## config.mk

```make
export PLATFORM = sky130hd
export DESIGN_NAME = dnc_read_vectors
export DESIGN_NICKNAME = d
export VERILOG_FILES = /design/src/hdl/dnc_read_pkg.sv /design/src/hdl/dnc_store_if.sv /design/src/hdl/dnc_input_loader.sv /design/src/hdl/dnc_operand_store.sv /design/src/hdl/dnc_read_engine.sv /design/src/hdl/dnc_read_vectors.sv
export SDC_FILE = /design/constraint.sdc
export NUM_CORES = 1
export LEC_CHECK = 0
export ABC_CLOCK_PERIOD_IN_PS = 7900
export CORE_UTILIZATION = 50
export DETAILED_ROUTE_END_ITERATION = 16
export DONT_BUFFER_PORTS = 1
export GPL_TIMING_DRIVEN = 0
export PLACE_DENSITY_LB_ADDON = 0.25
export SLEW_MARGIN = 20
export SYNTH_ARGS = -nofsm -noshare
export SYNTH_HDL_FRONTEND = slang
export SYNTH_HIERARCHICAL = 1
export SYNTH_SLANG_ARGS = --single-unit
```

## constraint.sdc

```tcl
create_clock -name CLK -period 7.9 [get_ports CLK]
set_input_delay 1.58 -clock CLK [delete_from_list [all_inputs] [get_ports CLK]]
set_output_delay 1.58 -clock CLK [all_outputs]
set_load 0.005 [all_outputs]
```

## src/hdl/dnc_read_pkg.sv

```systemverilog
/*
  DNC read-vector package
  Fixed sizes, element and address widths, counter index types
*/

`default_nettype none

package dnc_read_pkg;

  //////////////////////////////////////////////////////////////
  // Sizes
  //////////////////////////////////////////////////////////////

  // Element width, all arithmetic wraps at this width
  localparam int DATA_WIDTH = 16;
  // Read heads
  localparam int SIZE_R     = 2;
  // Memory locations
  localparam int SIZE_N     = 4;
  // Word width in elements
  localparam int SIZE_W     = 3;
  // Flat store address, covers N*W and R*N
  localparam int ADDR_WIDTH = 4;

  //////////////////////////////////////////////////////////////
  // Types
  //////////////////////////////////////////////////////////////

  typedef logic [DATA_WIDTH-1:0] data_t;
  typedef logic [ADDR_WIDTH-1:0] addr_t;

  // Loop indices, each size assumed to be at least 2
  typedef logic [$clog2(SIZE_R)-1:0] r_idx_t;
  typedef logic [$clog2(SIZE_N)-1:0] n_idx_t;
  typedef logic [$clog2(SIZE_W)-1:0] w_idx_t;

endpackage

`default_nettype wire

```

## src/hdl/dnc_store_if.sv

```systemverilog
/*
  Operand store bus
  Write port from the loader, read port for the engine, load-done pulse
*/

`default_nettype none
`timescale 1ns/100ps

interface dnc_store_if
  import dnc_read_pkg::*;
();

  // Write side
  logic  wr_en;
  // 0 selects the M region, 1 the w region
  logic  wr_sel;
  addr_t wr_addr;
  data_t wr_data;

  // Read side, data returns one cycle after the address
  logic  rd_sel;
  addr_t rd_addr;
  data_t rd_data;

  // Both matrices written
  logic  load_done;

  modport loader (
    output wr_en,
    output wr_sel,
    output wr_addr,
    output wr_data,
    output load_done
  );

  modport store (
    input  wr_en,
    input  wr_sel,
    input  wr_addr,
    input  wr_data,
    input  rd_sel,
    input  rd_addr,
    output rd_data
  );

  modport engine (
    output rd_sel,
    output rd_addr,
    input  rd_data,
    input  load_done
  );

endinterface

`default_nettype wire

```

## src/hdl/dnc_input_loader.sv

```systemverilog
/*
  Input loader for M and w element streams
  Row-marker realignment, flat addressing, load-done when both are complete
*/

`default_nettype none
`timescale 1ns/100ps

module dnc_input_loader
  import dnc_read_pkg::*;
(
  input  logic        CLK,
  input  logic        RST,
  input  logic        start,
  input  logic        m_row,
  input  logic        m_elem,
  input  data_t       m_data,
  input  logic        w_row,
  input  logic        w_elem,
  input  data_t       w_data,
  dnc_store_if.loader store
);

  typedef enum logic {ST_IDLE, ST_ARMED} state_t;

  state_t state;
  logic   armed;

  // Next position of each matrix when no marker comes
  addr_t  m_row_q;
  addr_t  m_col_q;
  addr_t  w_row_q;
  addr_t  w_col_q;
  logic   m_full;
  logic   w_full;

  // Target of the incoming element and the position after it
  addr_t  m_tgt_row;
  addr_t  m_tgt_col;
  addr_t  w_tgt_row;
  addr_t  w_tgt_col;
  addr_t  m_row_n;
  addr_t  m_col_n;
  addr_t  w_row_n;
  addr_t  w_col_n;
  logic   m_fits;
  logic   w_fits;
  logic   m_last;
  logic   w_last;
  logic   m_take;
  logic   w_take;
  logic   w_defer;
  addr_t  m_addr;
  addr_t  w_addr;

  // Single-slot hold for a w element that lost the write port
  logic   hold_valid;
  addr_t  hold_addr;
  data_t  hold_data;

  // Marker mid-row moves to column 0 of the next row
  // Marker at column 0 stays, the row was already advanced
  function automatic logic place_elem(
    input  addr_t row_q,
    input  addr_t col_q,
    input  logic  marker,
    input  addr_t last_row,
    output addr_t row,
    output addr_t col
  );
    logic ok;
    ok  = 1'b1;
    row = row_q;
    col = col_q;
    if (marker && (col_q != '0)) begin
      col = '0;
      if (row_q == last_row) begin
        // No row left to realign into
        ok = 1'b0;
      end else begin
        row = row_q + 1'b1;
      end
    end
    return ok;
  endfunction

  // Position after a write, returns 1 on the final element
  function automatic logic step_pos(
    input  addr_t row,
    input  addr_t col,
    input  addr_t last_row,
    input  addr_t last_col,
    output addr_t row_n,
    output addr_t col_n
  );
    logic fin;
    fin   = 1'b0;
    row_n = row;
    col_n = col + 1'b1;
    if (col == last_col) begin
      col_n = '0;
      if (row == last_row) begin
        fin = 1'b1;
      end else begin
        row_n = row + 1'b1;
      end
    end
    return fin;
  endfunction

  //////////////////////////////////////////////////////////////
  // Element placement
  //////////////////////////////////////////////////////////////

  always_comb begin
    m_fits = place_elem(m_row_q, m_col_q, m_row, addr_t'(SIZE_N-1), m_tgt_row, m_tgt_col);
    w_fits = place_elem(w_row_q, w_col_q, w_row, addr_t'(SIZE_R-1), w_tgt_row, w_tgt_col);
    m_last = step_pos(m_tgt_row, m_tgt_col, addr_t'(SIZE_N-1), addr_t'(SIZE_W-1),
                      m_row_n, m_col_n);
    w_last = step_pos(w_tgt_row, w_tgt_col, addr_t'(SIZE_R-1), addr_t'(SIZE_N-1),
                      w_row_n, w_col_n);
    // Row-major flat addresses
    m_addr = m_tgt_row * addr_t'(SIZE_W) + m_tgt_col;
    w_addr = w_tgt_row * addr_t'(SIZE_N) + w_tgt_col;
  end

  assign armed  = (state == ST_ARMED);
  assign m_take = armed && m_elem && !m_full && m_fits;
  // A third element with the hold busy and M writing is dropped
  assign w_take = armed && w_elem && !w_full && w_fits && !(m_take && hold_valid);
  // w waits when M or an older w owns the port
  assign w_defer = w_take && (m_take || hold_valid);

  // Done once both are complete and nothing is waiting
  assign store.load_done = armed && m_full && w_full && !hold_valid;

  //////////////////////////////////////////////////////////////
  // Write port, M first, then held w, then new w
  //////////////////////////////////////////////////////////////

  always_comb begin
    store.wr_en   = 1'b0;
    store.wr_sel  = 1'b0;
    store.wr_addr = m_addr;
    store.wr_data = m_data;
    if (m_take) begin
      store.wr_en = 1'b1;
    end else if (hold_valid) begin
      store.wr_en   = 1'b1;
      store.wr_sel  = 1'b1;
      store.wr_addr = hold_addr;
      store.wr_data = hold_data;
    end else if (w_take) begin
      store.wr_en   = 1'b1;
      store.wr_sel  = 1'b1;
      store.wr_addr = w_addr;
      store.wr_data = w_data;
    end
  end

  //////////////////////////////////////////////////////////////
  // Control state
  //////////////////////////////////////////////////////////////

  always_ff @(posedge CLK or posedge RST) begin
    if (RST) begin
      state      <= ST_IDLE;
      m_row_q    <= '0;
      m_col_q    <= '0;
      w_row_q    <= '0;
      w_col_q    <= '0;
      m_full     <= 1'b0;
      w_full     <= 1'b0;
      hold_valid <= 1'b0;
    end else begin
      case (state)
        ST_IDLE: begin
          // Arm a fresh run
          if (start) begin
            state      <= ST_ARMED;
            m_row_q    <= '0;
            m_col_q    <= '0;
            w_row_q    <= '0;
            w_col_q    <= '0;
            m_full     <= 1'b0;
            w_full     <= 1'b0;
            hold_valid <= 1'b0;
          end
        end
        ST_ARMED: begin
          if (store.load_done) begin
            state <= ST_IDLE;
          end
          if (m_take) begin
            m_row_q <= m_row_n;
            m_col_q <= m_col_n;
            m_full  <= m_last;
          end
          if (w_take) begin
            w_row_q <= w_row_n;
            w_col_q <= w_col_n;
            w_full  <= w_last;
          end
          // Hold drains whenever M leaves the port free
          if (w_defer) begin
            hold_valid <= 1'b1;
          end else if (!m_take) begin
            hold_valid <= 1'b0;
          end
        end
        default: state <= ST_IDLE;
      endcase
    end
  end

  // Held w payload
  always_ff @(posedge CLK) begin
    if (w_defer) begin
      hold_addr <= w_addr;
      hold_data <= w_data;
    end
  end

endmodule

`default_nettype wire

```

## src/hdl/dnc_operand_store.sv

```systemverilog
/*
  Operand store for M and w
  One synchronous write port, one registered read port
*/

`default_nettype none
`timescale 1ns/100ps

module dnc_operand_store
  import dnc_read_pkg::*;
(
  input  logic       CLK,
  input  logic       RST,
  dnc_store_if.store bus
);

  //////////////////////////////////////////////////////////////
  // Storage
  //////////////////////////////////////////////////////////////

  // M at j*W + k
  data_t m_mem [SIZE_N*SIZE_W];
  // w at i*N + j
  data_t w_mem [SIZE_R*SIZE_N];

  // Region select, 1 picks w
  logic  wr_to_w;
  logic  rd_from_w;

  assign wr_to_w   = bus.wr_sel;
  assign rd_from_w = bus.rd_sel;

  //////////////////////////////////////////////////////////////
  // Write port
  //////////////////////////////////////////////////////////////

  // Contents stay between runs
  // A short row leaves the old words in place
  always_ff @(posedge CLK) begin
    if (bus.wr_en) begin
      if (wr_to_w) begin
        w_mem[bus.wr_addr[$clog2(SIZE_R*SIZE_N)-1:0]] <= bus.wr_data;
      end else begin
        m_mem[bus.wr_addr] <= bus.wr_data;
      end
    end
  end

  //////////////////////////////////////////////////////////////
  // Read port
  //////////////////////////////////////////////////////////////

  // Data one cycle after the address
  always_ff @(posedge CLK or posedge RST) begin
    if (RST) begin
      bus.rd_data <= '0;
    end else if (rd_from_w) begin
      bus.rd_data <= w_mem[bus.rd_addr[$clog2(SIZE_R*SIZE_N)-1:0]];
    end else begin
      bus.rd_data <= m_mem[bus.rd_addr];
    end
  end

endmodule

`default_nettype wire

```

## src/hdl/dnc_read_engine.sv

```systemverilog
/*
  Read engine, r(i,k) = sum over j of M(j,k)*w(i,j)
  Transposed walk over the store, wrapping MAC, strobed output stream
*/

`default_nettype none
`timescale 1ns/100ps

module dnc_read_engine
  import dnc_read_pkg::*;
(
  input  logic        CLK,
  input  logic        RST,
  dnc_store_if.engine bus,
  output data_t       r_out,
  output logic        r_i_enable,
  output logic        r_k_enable,
  output logic        ready
);

  typedef enum logic [2:0] {
    ST_IDLE,
    ST_FETCH_W,
    ST_FETCH_M,
    ST_ACC,
    ST_DONE
  } state_t;

  state_t state;

  // Loop counters
  r_idx_t i_cnt;
  n_idx_t j_cnt;
  w_idx_t k_cnt;

  // w row of the current head
  data_t  w_row [SIZE_N];
  data_t  acc;
  data_t  acc_sum;
  n_idx_t prod_idx;

  //////////////////////////////////////////////////////////////
  // Read addressing
  //////////////////////////////////////////////////////////////

  // w by row i, M by column k with j walking down the rows
  always_comb begin
    if (state == ST_FETCH_W) begin
      bus.rd_sel  = 1'b1;
      bus.rd_addr = addr_t'(i_cnt) * addr_t'(SIZE_N) + addr_t'(j_cnt);
    end else begin
      bus.rd_sel  = 1'b0;
      bus.rd_addr = addr_t'(j_cnt) * addr_t'(SIZE_W) + addr_t'(k_cnt);
    end
  end

  // Read data lags the address by one, so it belongs to j-1
  // In ST_ACC the last row N-1 arrives
  assign prod_idx = (state == ST_ACC) ? n_idx_t'(SIZE_N-1) : j_cnt - 1'b1;
  assign acc_sum  = acc + w_row[prod_idx] * bus.rd_data;

  //////////////////////////////////////////////////////////////
  // Sequencing and output
  //////////////////////////////////////////////////////////////

  always_ff @(posedge CLK or posedge RST) begin
    if (RST) begin
      state      <= ST_IDLE;
      i_cnt      <= '0;
      j_cnt      <= '0;
      k_cnt      <= '0;
      r_out      <= '0;
      r_i_enable <= 1'b0;
      r_k_enable <= 1'b0;
      ready      <= 1'b0;
    end else begin
      // Strobes are single pulses
      r_i_enable <= 1'b0;
      r_k_enable <= 1'b0;
      ready      <= 1'b0;
      case (state)
        ST_IDLE: begin
          if (bus.load_done) begin
            state <= ST_FETCH_W;
            i_cnt <= '0;
            j_cnt <= '0;
            k_cnt <= '0;
          end
        end
        ST_FETCH_W: begin
          // N addresses, last word lands in the first M cycle
          if (j_cnt == n_idx_t'(SIZE_N-1)) begin
            j_cnt <= '0;
            k_cnt <= '0;
            state <= ST_FETCH_M;
          end else begin
            j_cnt <= j_cnt + 1'b1;
          end
        end
        ST_FETCH_M: begin
          if (j_cnt == n_idx_t'(SIZE_N-1)) begin
            j_cnt <= '0;
            state <= ST_ACC;
          end else begin
            j_cnt <= j_cnt + 1'b1;
          end
        end
        ST_ACC: begin
          // Last product in, element out
          r_out      <= acc_sum;
          r_k_enable <= 1'b1;
          r_i_enable <= (k_cnt == '0);
          if (k_cnt == w_idx_t'(SIZE_W-1)) begin
            k_cnt <= '0;
            if (i_cnt == r_idx_t'(SIZE_R-1)) begin
              i_cnt <= '0;
              state <= ST_DONE;
            end else begin
              i_cnt <= i_cnt + 1'b1;
              state <= ST_FETCH_W;
            end
          end else begin
            k_cnt <= k_cnt + 1'b1;
            state <= ST_FETCH_M;
          end
        end
        ST_DONE: begin
          // One cycle after the final element strobe
          ready <= 1'b1;
          state <= ST_IDLE;
        end
        default: state <= ST_IDLE;
      endcase
    end
  end

  //////////////////////////////////////////////////////////////
  // Datapath
  //////////////////////////////////////////////////////////////

  always_ff @(posedge CLK) begin
    case (state)
      ST_FETCH_W: begin
        if (j_cnt != '0) begin
          w_row[j_cnt - 1'b1] <= bus.rd_data;
        end
      end
      ST_FETCH_M: begin
        if (j_cnt == '0) begin
          // New element starts from zero
          acc <= '0;
          // Right after the w fetch, its last word
          if (k_cnt == '0) begin
            w_row[SIZE_N-1] <= bus.rd_data;
          end
        end else begin
          acc <= acc_sum;
        end
      end
      default: begin
      end
    endcase
  end

endmodule

`default_nettype wire

```

## src/hdl/dnc_read_vectors.sv

```systemverilog
/*
  DNC read vectors, top level
  Loader, operand store and read engine joined by one store bus
*/

`default_nettype none
`timescale 1ns/100ps

module dnc_read_vectors
  import dnc_read_pkg::*;
(
  input  logic  CLK,
  input  logic  RST,

  // Control
  input  logic  START,
  output logic  READY,

  // M in (j, k) order, w in (i, j) order
  input  logic  M_IN_J_ENABLE,
  input  logic  M_IN_K_ENABLE,
  input  logic  W_IN_I_ENABLE,
  input  logic  W_IN_J_ENABLE,
  // r out in (i, k) order
  output logic  R_OUT_I_ENABLE,
  output logic  R_OUT_K_ENABLE,

  // Data
  input  data_t M_IN,
  input  data_t W_IN,
  output data_t R_OUT
);

  //////////////////////////////////////////////////////////////
  // Store bus
  //////////////////////////////////////////////////////////////

  dnc_store_if store_if ();

  //////////////////////////////////////////////////////////////
  // Blocks
  //////////////////////////////////////////////////////////////

  // Row markers map to the loader's row inputs
  dnc_input_loader input_loader_i (
    .CLK    (CLK),
    .RST    (RST),
    .start  (START),
    .m_row  (M_IN_J_ENABLE),
    .m_elem (M_IN_K_ENABLE),
    .m_data (M_IN),
    .w_row  (W_IN_I_ENABLE),
    .w_elem (W_IN_J_ENABLE),
    .w_data (W_IN),
    .store  (store_if.loader)
  );

  dnc_operand_store operand_store_i (
    .CLK (CLK),
    .RST (RST),
    .bus (store_if.store)
  );

  // Transposed MAC and output stream
  dnc_read_engine read_engine_i (
    .CLK        (CLK),
    .RST        (RST),
    .bus        (store_if.engine),
    .r_out      (R_OUT),
    .r_i_enable (R_OUT_I_ENABLE),
    .r_k_enable (R_OUT_K_ENABLE),
    .ready      (READY)
  );

endmodule

`default_nettype wire

```

==> flow_metrics.env, run 1 <==
export IMPL_status="completed"
export IMPL_fillers=3870
export IMPL_start_kind="register"
export IMPL_cts_buffers=50
export IMPL_regArea_sq_um=14190
export IMPL_area_growth_pct=13.19
export IMPL_synthDominantCellAreaShare=0.5107
export IMPL_grt_util_met3=0.03501
export IMPL_worstReg2RegStart="read_engine_i/j_cnt[0]"
export IMPL_whs_endpoint="read_engine_i/r_out[0]"
export IMPL_syn_cell_area_sq_um=24690
export IMPL_tightest_slew_ns=1.013
export IMPL_drive_gt1_frac=0.1535
export IMPL_final_cells=2606
export IMPL_synth_area_leaders="edfxtp_1 51%, fa_1 8.0%, dfrtp_1 6.4%"
export IMPL_coreArea_sq_um=48850
export IMPL_clock_skew_ns=0.04129
export IMPL_relSlewSlack=0.3198
export IMPL_yosys_register_bits=483
export IMPL_dpl_hpwl_mm=41.78
export IMPL_grt_max_degree=28
export IMPL_grt_pass1_wl_mm=87.85
export IMPL_synth_mux_area_frac=0.08167
export IMPL_synthArstFlopShare=0.1304
export IMPL_initial_utilization=0.5055
export IMPL_worstHoldStart="read_engine_i/r_out[0]"
export IMPL_use_met1=0.3026
export IMPL_grt_pass1_vias=15140
export IMPL_vias=14730
export IMPL_clkSlewWorstSetupHoldPaths_ns=0.06
export IMPL_antenna_found_initial=1
export IMPL_cts_sinks=483
export IMPL_setup_viol=0
export IMPL_io_buffers=0
export IMPL_slew_violations=0
export IMPL_fmaxAchievable_ghz=0.1306
export IMPL_synthFlopType="edfxtp_1"
export IMPL_overflow=0
export IMPL_hp_class="reg -> reg"
export IMPL_hold_depth=2
export IMPL_clk_insertion_delay_late_ns=0.61
export IMPL_layout_common_cells="420 x edfxtp_1, 177 x inv_1, 161 x nand2_1, 125 x mux2i_1, 99 x fa_1"
export IMPL_maxCapViolCount=0
export IMPL_hold_buffers=0
export IMPL_synth_adder_area_share=0.1172
export IMPL_io_pins=58
export IMPL_grt_total_usage=0.2318
export IMPL_period_minus_slack_ns=7.656
export IMPL_synth_compound_area_frac=0.08122
export IMPL_worstSetupPathType="reg -> reg"
export IMPL_ant_nets=0
export IMPL_synth_nets=2014
export IMPL_synth_xor_area_frac=0.02047
export IMPL_fin_crit_sh=0.9691
export IMPL_dr_pass1_iters=5
export IMPL_syn_area_per_cell_sq_um=13.70
export IMPL_drt_iter0_drc=1124
export IMPL_top_usage_layer="met2"
export IMPL_synth_cells=1803
export IMPL_r2r_cells=26
export IMPL_final_nets=2110
export IMPL_remaining_drc_errors=0
export IMPL_gp_congestion=0.8571
export IMPL_critical_path_max_fanout=11
export IMPL_synth_warnings=6
export IMPL_synth_top_area_cell="edfxtp_1"
export IMPL_die_x_microns=224.2
export IMPL_fp_row_count=81
export IMPL_dp_cells=2510
export IMPL_via_per_inst=5.652
export IMPL_routed_wl_mm=57.32
export IMPL_tritoncts="yes"
export IMPL_synth_seq_area_share=0.5746
export IMPL_rr_endpoint="read_engine_i/acc[15]"
export IMPL_hold_viol=0
export IMPL_rrSetupSlack_ns=0.24
export IMPL_die_area_sq_um=50280
export IMPL_final_common_cell="edfxtp_1"
export IMPL_synth_edff_count=420
export IMPL_crit_required_ns=8.21
export IMPL_endpoint_kind="register"
export IMPL_yosysUniqueCellTypes=90
export IMPL_multi_input_area_sq_um=9567
export IMPL_cts_buffer_depth=3
export IMPL_synth_top_family_by_area="adder cells"
export IMPL_met2_usage=0.4013
export IMPL_wire_per_inst_microns=22.00
export IMPL_die_h_microns=224.2
export IMPL_root_buffer="clkbuf_16"
export IMPL_arrival_ns=7.96
export IMPL_htree_levels=2
export IMPL_synthSimpleGateAreaFrac=0.07843
-- worst max path at each step --
stage / from / slack [ns] / endpoint
after floorplan: read_engine_i/j_cnt[0] / 0.83 / read_engine_i/acc[15]
after global placement: read_engine_i/j_cnt[0] / -0.72 / read_engine_i/acc[15]
after detailed placement: read_engine_i/j_cnt[0] / -0.77 / read_engine_i/acc[15]
after CTS: read_engine_i/j_cnt[0] / 0.09 / read_engine_i/acc[15]
after global routing: read_engine_i/j_cnt[0] / -0.02 / read_engine_i/acc[15]
final: read_engine_i/j_cnt[0] / 0.24 / read_engine_i/acc[15]
-- critical path, cell delays in order (launching register included) --
cell and delay (ns):
dfrtp_2 0.41, clkinvlp_4 0.19, buf_4 0.24, ha_2 0.41, inv_2 0.07, buf_4 0.21
a2111oi_4 0.39, a31oi_1 0.16, and2_1 0.22, fa_1 0.53, inv_1 0.05, fa_1 0.49
fa_1 0.51, inv_1 0.05, fa_1 0.53, inv_1 0.05, fa_1 0.46, fa_1 0.40
xnor2_1 0.19, xnor2_1 0.15, xnor2_1 0.18, xnor2_1 0.18, xnor2_1 0.18, xnor3_1 0.37
xnor3_2 0.46, xor2_2 0.20, nor2_1 0.05
-- logic make-up (layout without fill, tap and decap cells) --
family | after synthesis | in the layout
simple gates | 402 | 402
compound gates | 270 | 270
fa+ha+maj | 172 | 172
mux | 161 | 161
flops | 483 | 483
buf+inv | 266 | 404
other cells | 0 | 1
xor+xnor | 49 | 49
-- through the flow --
stage               TNS [ns]  utilization  worst slack, ns  hold WS [ns]  instance area (sq um)
CTS                        0       0.5708          0.08779        0.5153                  27880
detailed placement    -2.160       0.5358          -0.7750        0.4972                  26180
global placement      -1.765       0.5225          -0.7197        0.4969                  25530
floorplan                  0            -           0.8286        0.4698                  24690
finish                     0       0.5722           0.2445        0.5135                  27950
global route        -0.02241       0.5722         -0.02241        0.5355                  27950
-- area by class of cell --
cell class | instances | area share
sequential | 483 | 0.5076
multi-input combinational | 1054 | 0.3422
clock buffer | 63 | 0.04722
tap | 664 | 0.02972
inverter | 181 | 0.02444
timing repair buffer | 45 | 0.01893
buffer | 84 | 0.01732
clock inverter | 31 | 0.01240
antenna | 1 | 0.00008952
-- per-layer routing --
metal / up-vias / part of all wire
met2: 435 / 0.51
met1: 7493 / 0.41
li1: 6706 / -
met5: - / 0
met4: 0 / 0.026
met3: 94 / 0.055
-- synthesized netlist by cell type, types with 6 or more instances --
library cell / count
nor3_1: 34
a31oi_1: 8
dfrtp_1: 63
buf_6: 6
mux2i_1: 125
xor2_1: 16
nand2_1: 161
inv_1: 179
and2_1: 49
ha_1: 73
buf_4: 12
nor2b_1: 26
fa_1: 99
o22ai_1: 19
nor2_1: 71
nand3_1: 18
mux4_2: 32
edfxtp_1: 420
clkbuf_1: 37
a21oi_1: 37
o21ai_0: 51
a211oi_1: 8
o21ai_1: 9
xnor2_1: 27
a22oi_1: 66
and3_1: 6
buf_2: 23
-- flip-flops by register name, summed over array words and instances, names as in the netlist, 2 cells and up --
name,count
operand_store_i/m_mem,192
operand_store_i/w_mem,128
read_engine_i/w_row,64
input_loader_i/hold_data,16
operand_store_i/bus.rd_data,16
read_engine_i/acc,16
read_engine_i/r_out,16
input_loader_i/hold_addr,4
input_loader_i/m_col_q,4
input_loader_i/m_row_q,4
input_loader_i/w_col_q,4
input_loader_i/w_row_q,4
read_engine_i/state,3
read_engine_i/j_cnt,2
read_engine_i/k_cnt,2
-- what timing repair did --
action                     in CTS  in global routing
setup buffers                   2                  0
cloned                          0                  0
setup endpoints to repair       6                  3
gates resized for setup        13                 16
pin swaps                       0                  1
Power of run 1 is not shown: default switching activity piles up to over one toggle a cycle in this logic, so the estimate is an artifact.
==> run 2, diff against run 1 <==
Settings changed: ABC_CLOCK_PERIOD_IN_PS 7900 to 6480, RECOVER_POWER set to 25.
Clock period 7.9 ns to 6.48 ns, I/O delays scaled along.
==> flow_metrics.env, run 2 (synthesis results as in run 1) <==
export IMPL_ant_nets=0
export IMPL_routed_wl_mm=59.34
export IMPL_remaining_drc_errors=0
export IMPL_initial_utilization=0.5055
export IMPL_path_common_cell="fa_1"
export IMPL_root_buffer="clkbuf_16"
export IMPL_start_kind="register"
export IMPL_grt_max_degree=28
export IMPL_dp_cells=2509
export IMPL_cp_num_buf_inv=7
export IMPL_die_x_microns=224.2
export IMPL_final_common_cell="edfxtp_1"
export IMPL_tightest_slew_ns=1.420
export IMPL_htree_levels=2
export IMPL_clkSlewWorstSetupHoldPaths_ns=0.06
export IMPL_fp_row_count=81
export IMPL_drt_iter0_drc=1138
export IMPL_cts_buffer_depth=3
export IMPL_clk_insertion_delay_late_ns=0.61
export IMPL_arrival_ns=6.99
export IMPL_via_per_inst=5.683
export IMPL_drive_gt1_frac=0.2059
export IMPL_setup_viol=4
export IMPL_grt_total_usage=0.2406
export IMPL_die_h_microns=224.2
export IMPL_crit_required_ns=6.82
export IMPL_dpl_cell_area_sq_um=26190
export IMPL_crit_slowest_cell="fa_1"
export IMPL_holdWs_ns=0.5136
export IMPL_area_growth_pct=17.30
export IMPL_hp_class="reg -> reg"
export IMPL_gp_congestion=0.8655
export IMPL_cts_sinks=483
export IMPL_maxCapViolCount=0
export IMPL_largest_register_ffs=192
export IMPL_wire_per_inst_microns=22.27
export IMPL_layout_setup_ws_ns=-0.1735
export IMPL_slew_violations=0
export IMPL_cts_buffers=50
export IMPL_worstSetupPathType="reg -> reg"
export IMPL_fin_crit_sh=1.027
export IMPL_antenna_cells=0
export IMPL_grt_pass1_vias=15740
export IMPL_io_pins=58
export IMPL_fmaxAchievable_ghz=0.1503
export IMPL_grt_pass1_wl_mm=91.16
export IMPL_hold_viol=0
export IMPL_status="finished, violations left"
export IMPL_top_register="operand_store_i/m_mem"
export IMPL_critical_path_max_fanout=10
export IMPL_final_nets=2174
export IMPL_failed_checks="negative setup slack"
export IMPL_vias=15140
export IMPL_die_area_sq_um=50280
export IMPL_period_minus_slack_ns=6.653
export IMPL_relSlewSlack=0.04633
export IMPL_coreArea_sq_um=48850
export IMPL_critPathTopFamily="adder cells"
export IMPL_io_buffers=0
export IMPL_antenna_found_initial=0
export IMPL_dr_pass1_iters=5
export IMPL_rsz0062_at_grt="true"
export IMPL_dpl_hpwl_mm=41.52
export IMPL_overflow=0
export IMPL_cp_slowest_stage_delay_ns=0.54
export IMPL_endpoint_kind="register"
export IMPL_final_cells=2665
export IMPL_tritoncts="yes"
export IMPL_finalSetupTns_ns=-0.4728
export IMPL_layout_common_cells="420 x edfxtp_1, 169 x inv_1, 159 x nand2_1, 123 x mux2i_1, 92 x fa_1"
export IMPL_clock_skew_ns=0.04773
export IMPL_finalInstanceArea_sq_um=28970
-- run 2: layout make-up --
| cell class | instances | area, sq um |
|---|---|---|
| clock inverter | 32 | 275.3 |
| multi-input combinational | 1054 | 9958 |
| timing repair buffer | 108 | 1064 |
| sequential | 483 | 14190 |
| clock buffer | 58 | 1344 |
| tap | 664 | 830.8 |
| inverter | 181 | 694.4 |
| buffer | 85 | 610.6 |
| fill | 3765 | 19880 |
-- run 2: metal layers --
metal,track usage,up-vias,routed length [microns]
met5,0,-,0
met3,0.04010,117,3688
met1,0.3068,7659,23720
met4,0.08163,0,1976
li1,-,6818,-
met2,0.4175,550,29960
-- run 2: worst reg2reg max path, cell delays in order, from the launching register on --
cell	delay, ns
dfrtp_2	0.43
buf_4	0.15
buf_6	0.14
buf_6	0.16
buf_6	0.17
and3_1	0.18
a211oi_4	0.20
a21oi_2	0.10
and2_1	0.19
fa_1	0.50
inv_1	0.05
fa_1	0.47
fa_1	0.51
inv_2	0.04
fa_1	0.54
inv_2	0.04
fa_1	0.45
fa_2	0.38
xnor2_2	0.15
xnor2_1	0.13
xnor2_1	0.22
xnor2_1	0.19
xnor2_1	0.17
xnor3_1	0.26
xnor3_2	0.32
xor2_2	0.21
nor2_1	0.05
-- run 2: final timing paths --
path                                         from  slack, ns                        endpoint  cells after the start
setup / recovery           read_engine_i/j_cnt[0]      -0.17           read_engine_i/acc[15]                     26
hold reg to reg            read_engine_i/r_out[2]       0.51          read_engine_i/r_out[2]                      2
max in group asynchronous                     RST       4.86          read_engine_i/j_cnt[0]                      1
setup reg to reg           read_engine_i/j_cnt[0]      -0.17           read_engine_i/acc[15]                     26
min in group asynchronous                     RST       0.66  operand_store_i/bus.rd_data[4]                      1
hold / removal             read_engine_i/r_out[2]       0.51          read_engine_i/r_out[2]                      2
-- run 2: stage by stage --
| stage | utilization | setup WS [ns] |
|---|---|---|
| after floorplan | - | -0.05032 |
| after global placement | 0.5231 | -1.464 |
| after detailed placement | 0.5362 | -1.496 |
| after CTS | 0.5872 | -0.1732 |
| after global routing | 0.5930 | -0.4113 |
| final | 0.5930 | -0.1735 |
-- run 2: what timing repair did --
| item | CTS | global route |
|---|---|---|
| cloned | 1 | 0 |
| gates resized for setup | 99 | 42 |
| endpoints found under the setup margin | 16 | 9 |
| hold buffers | 0 | 0 |
| setup buffers | 47 | 19 |
| pin swaps | 34 | 33 |
Power of run 2 is left out for the same reason.
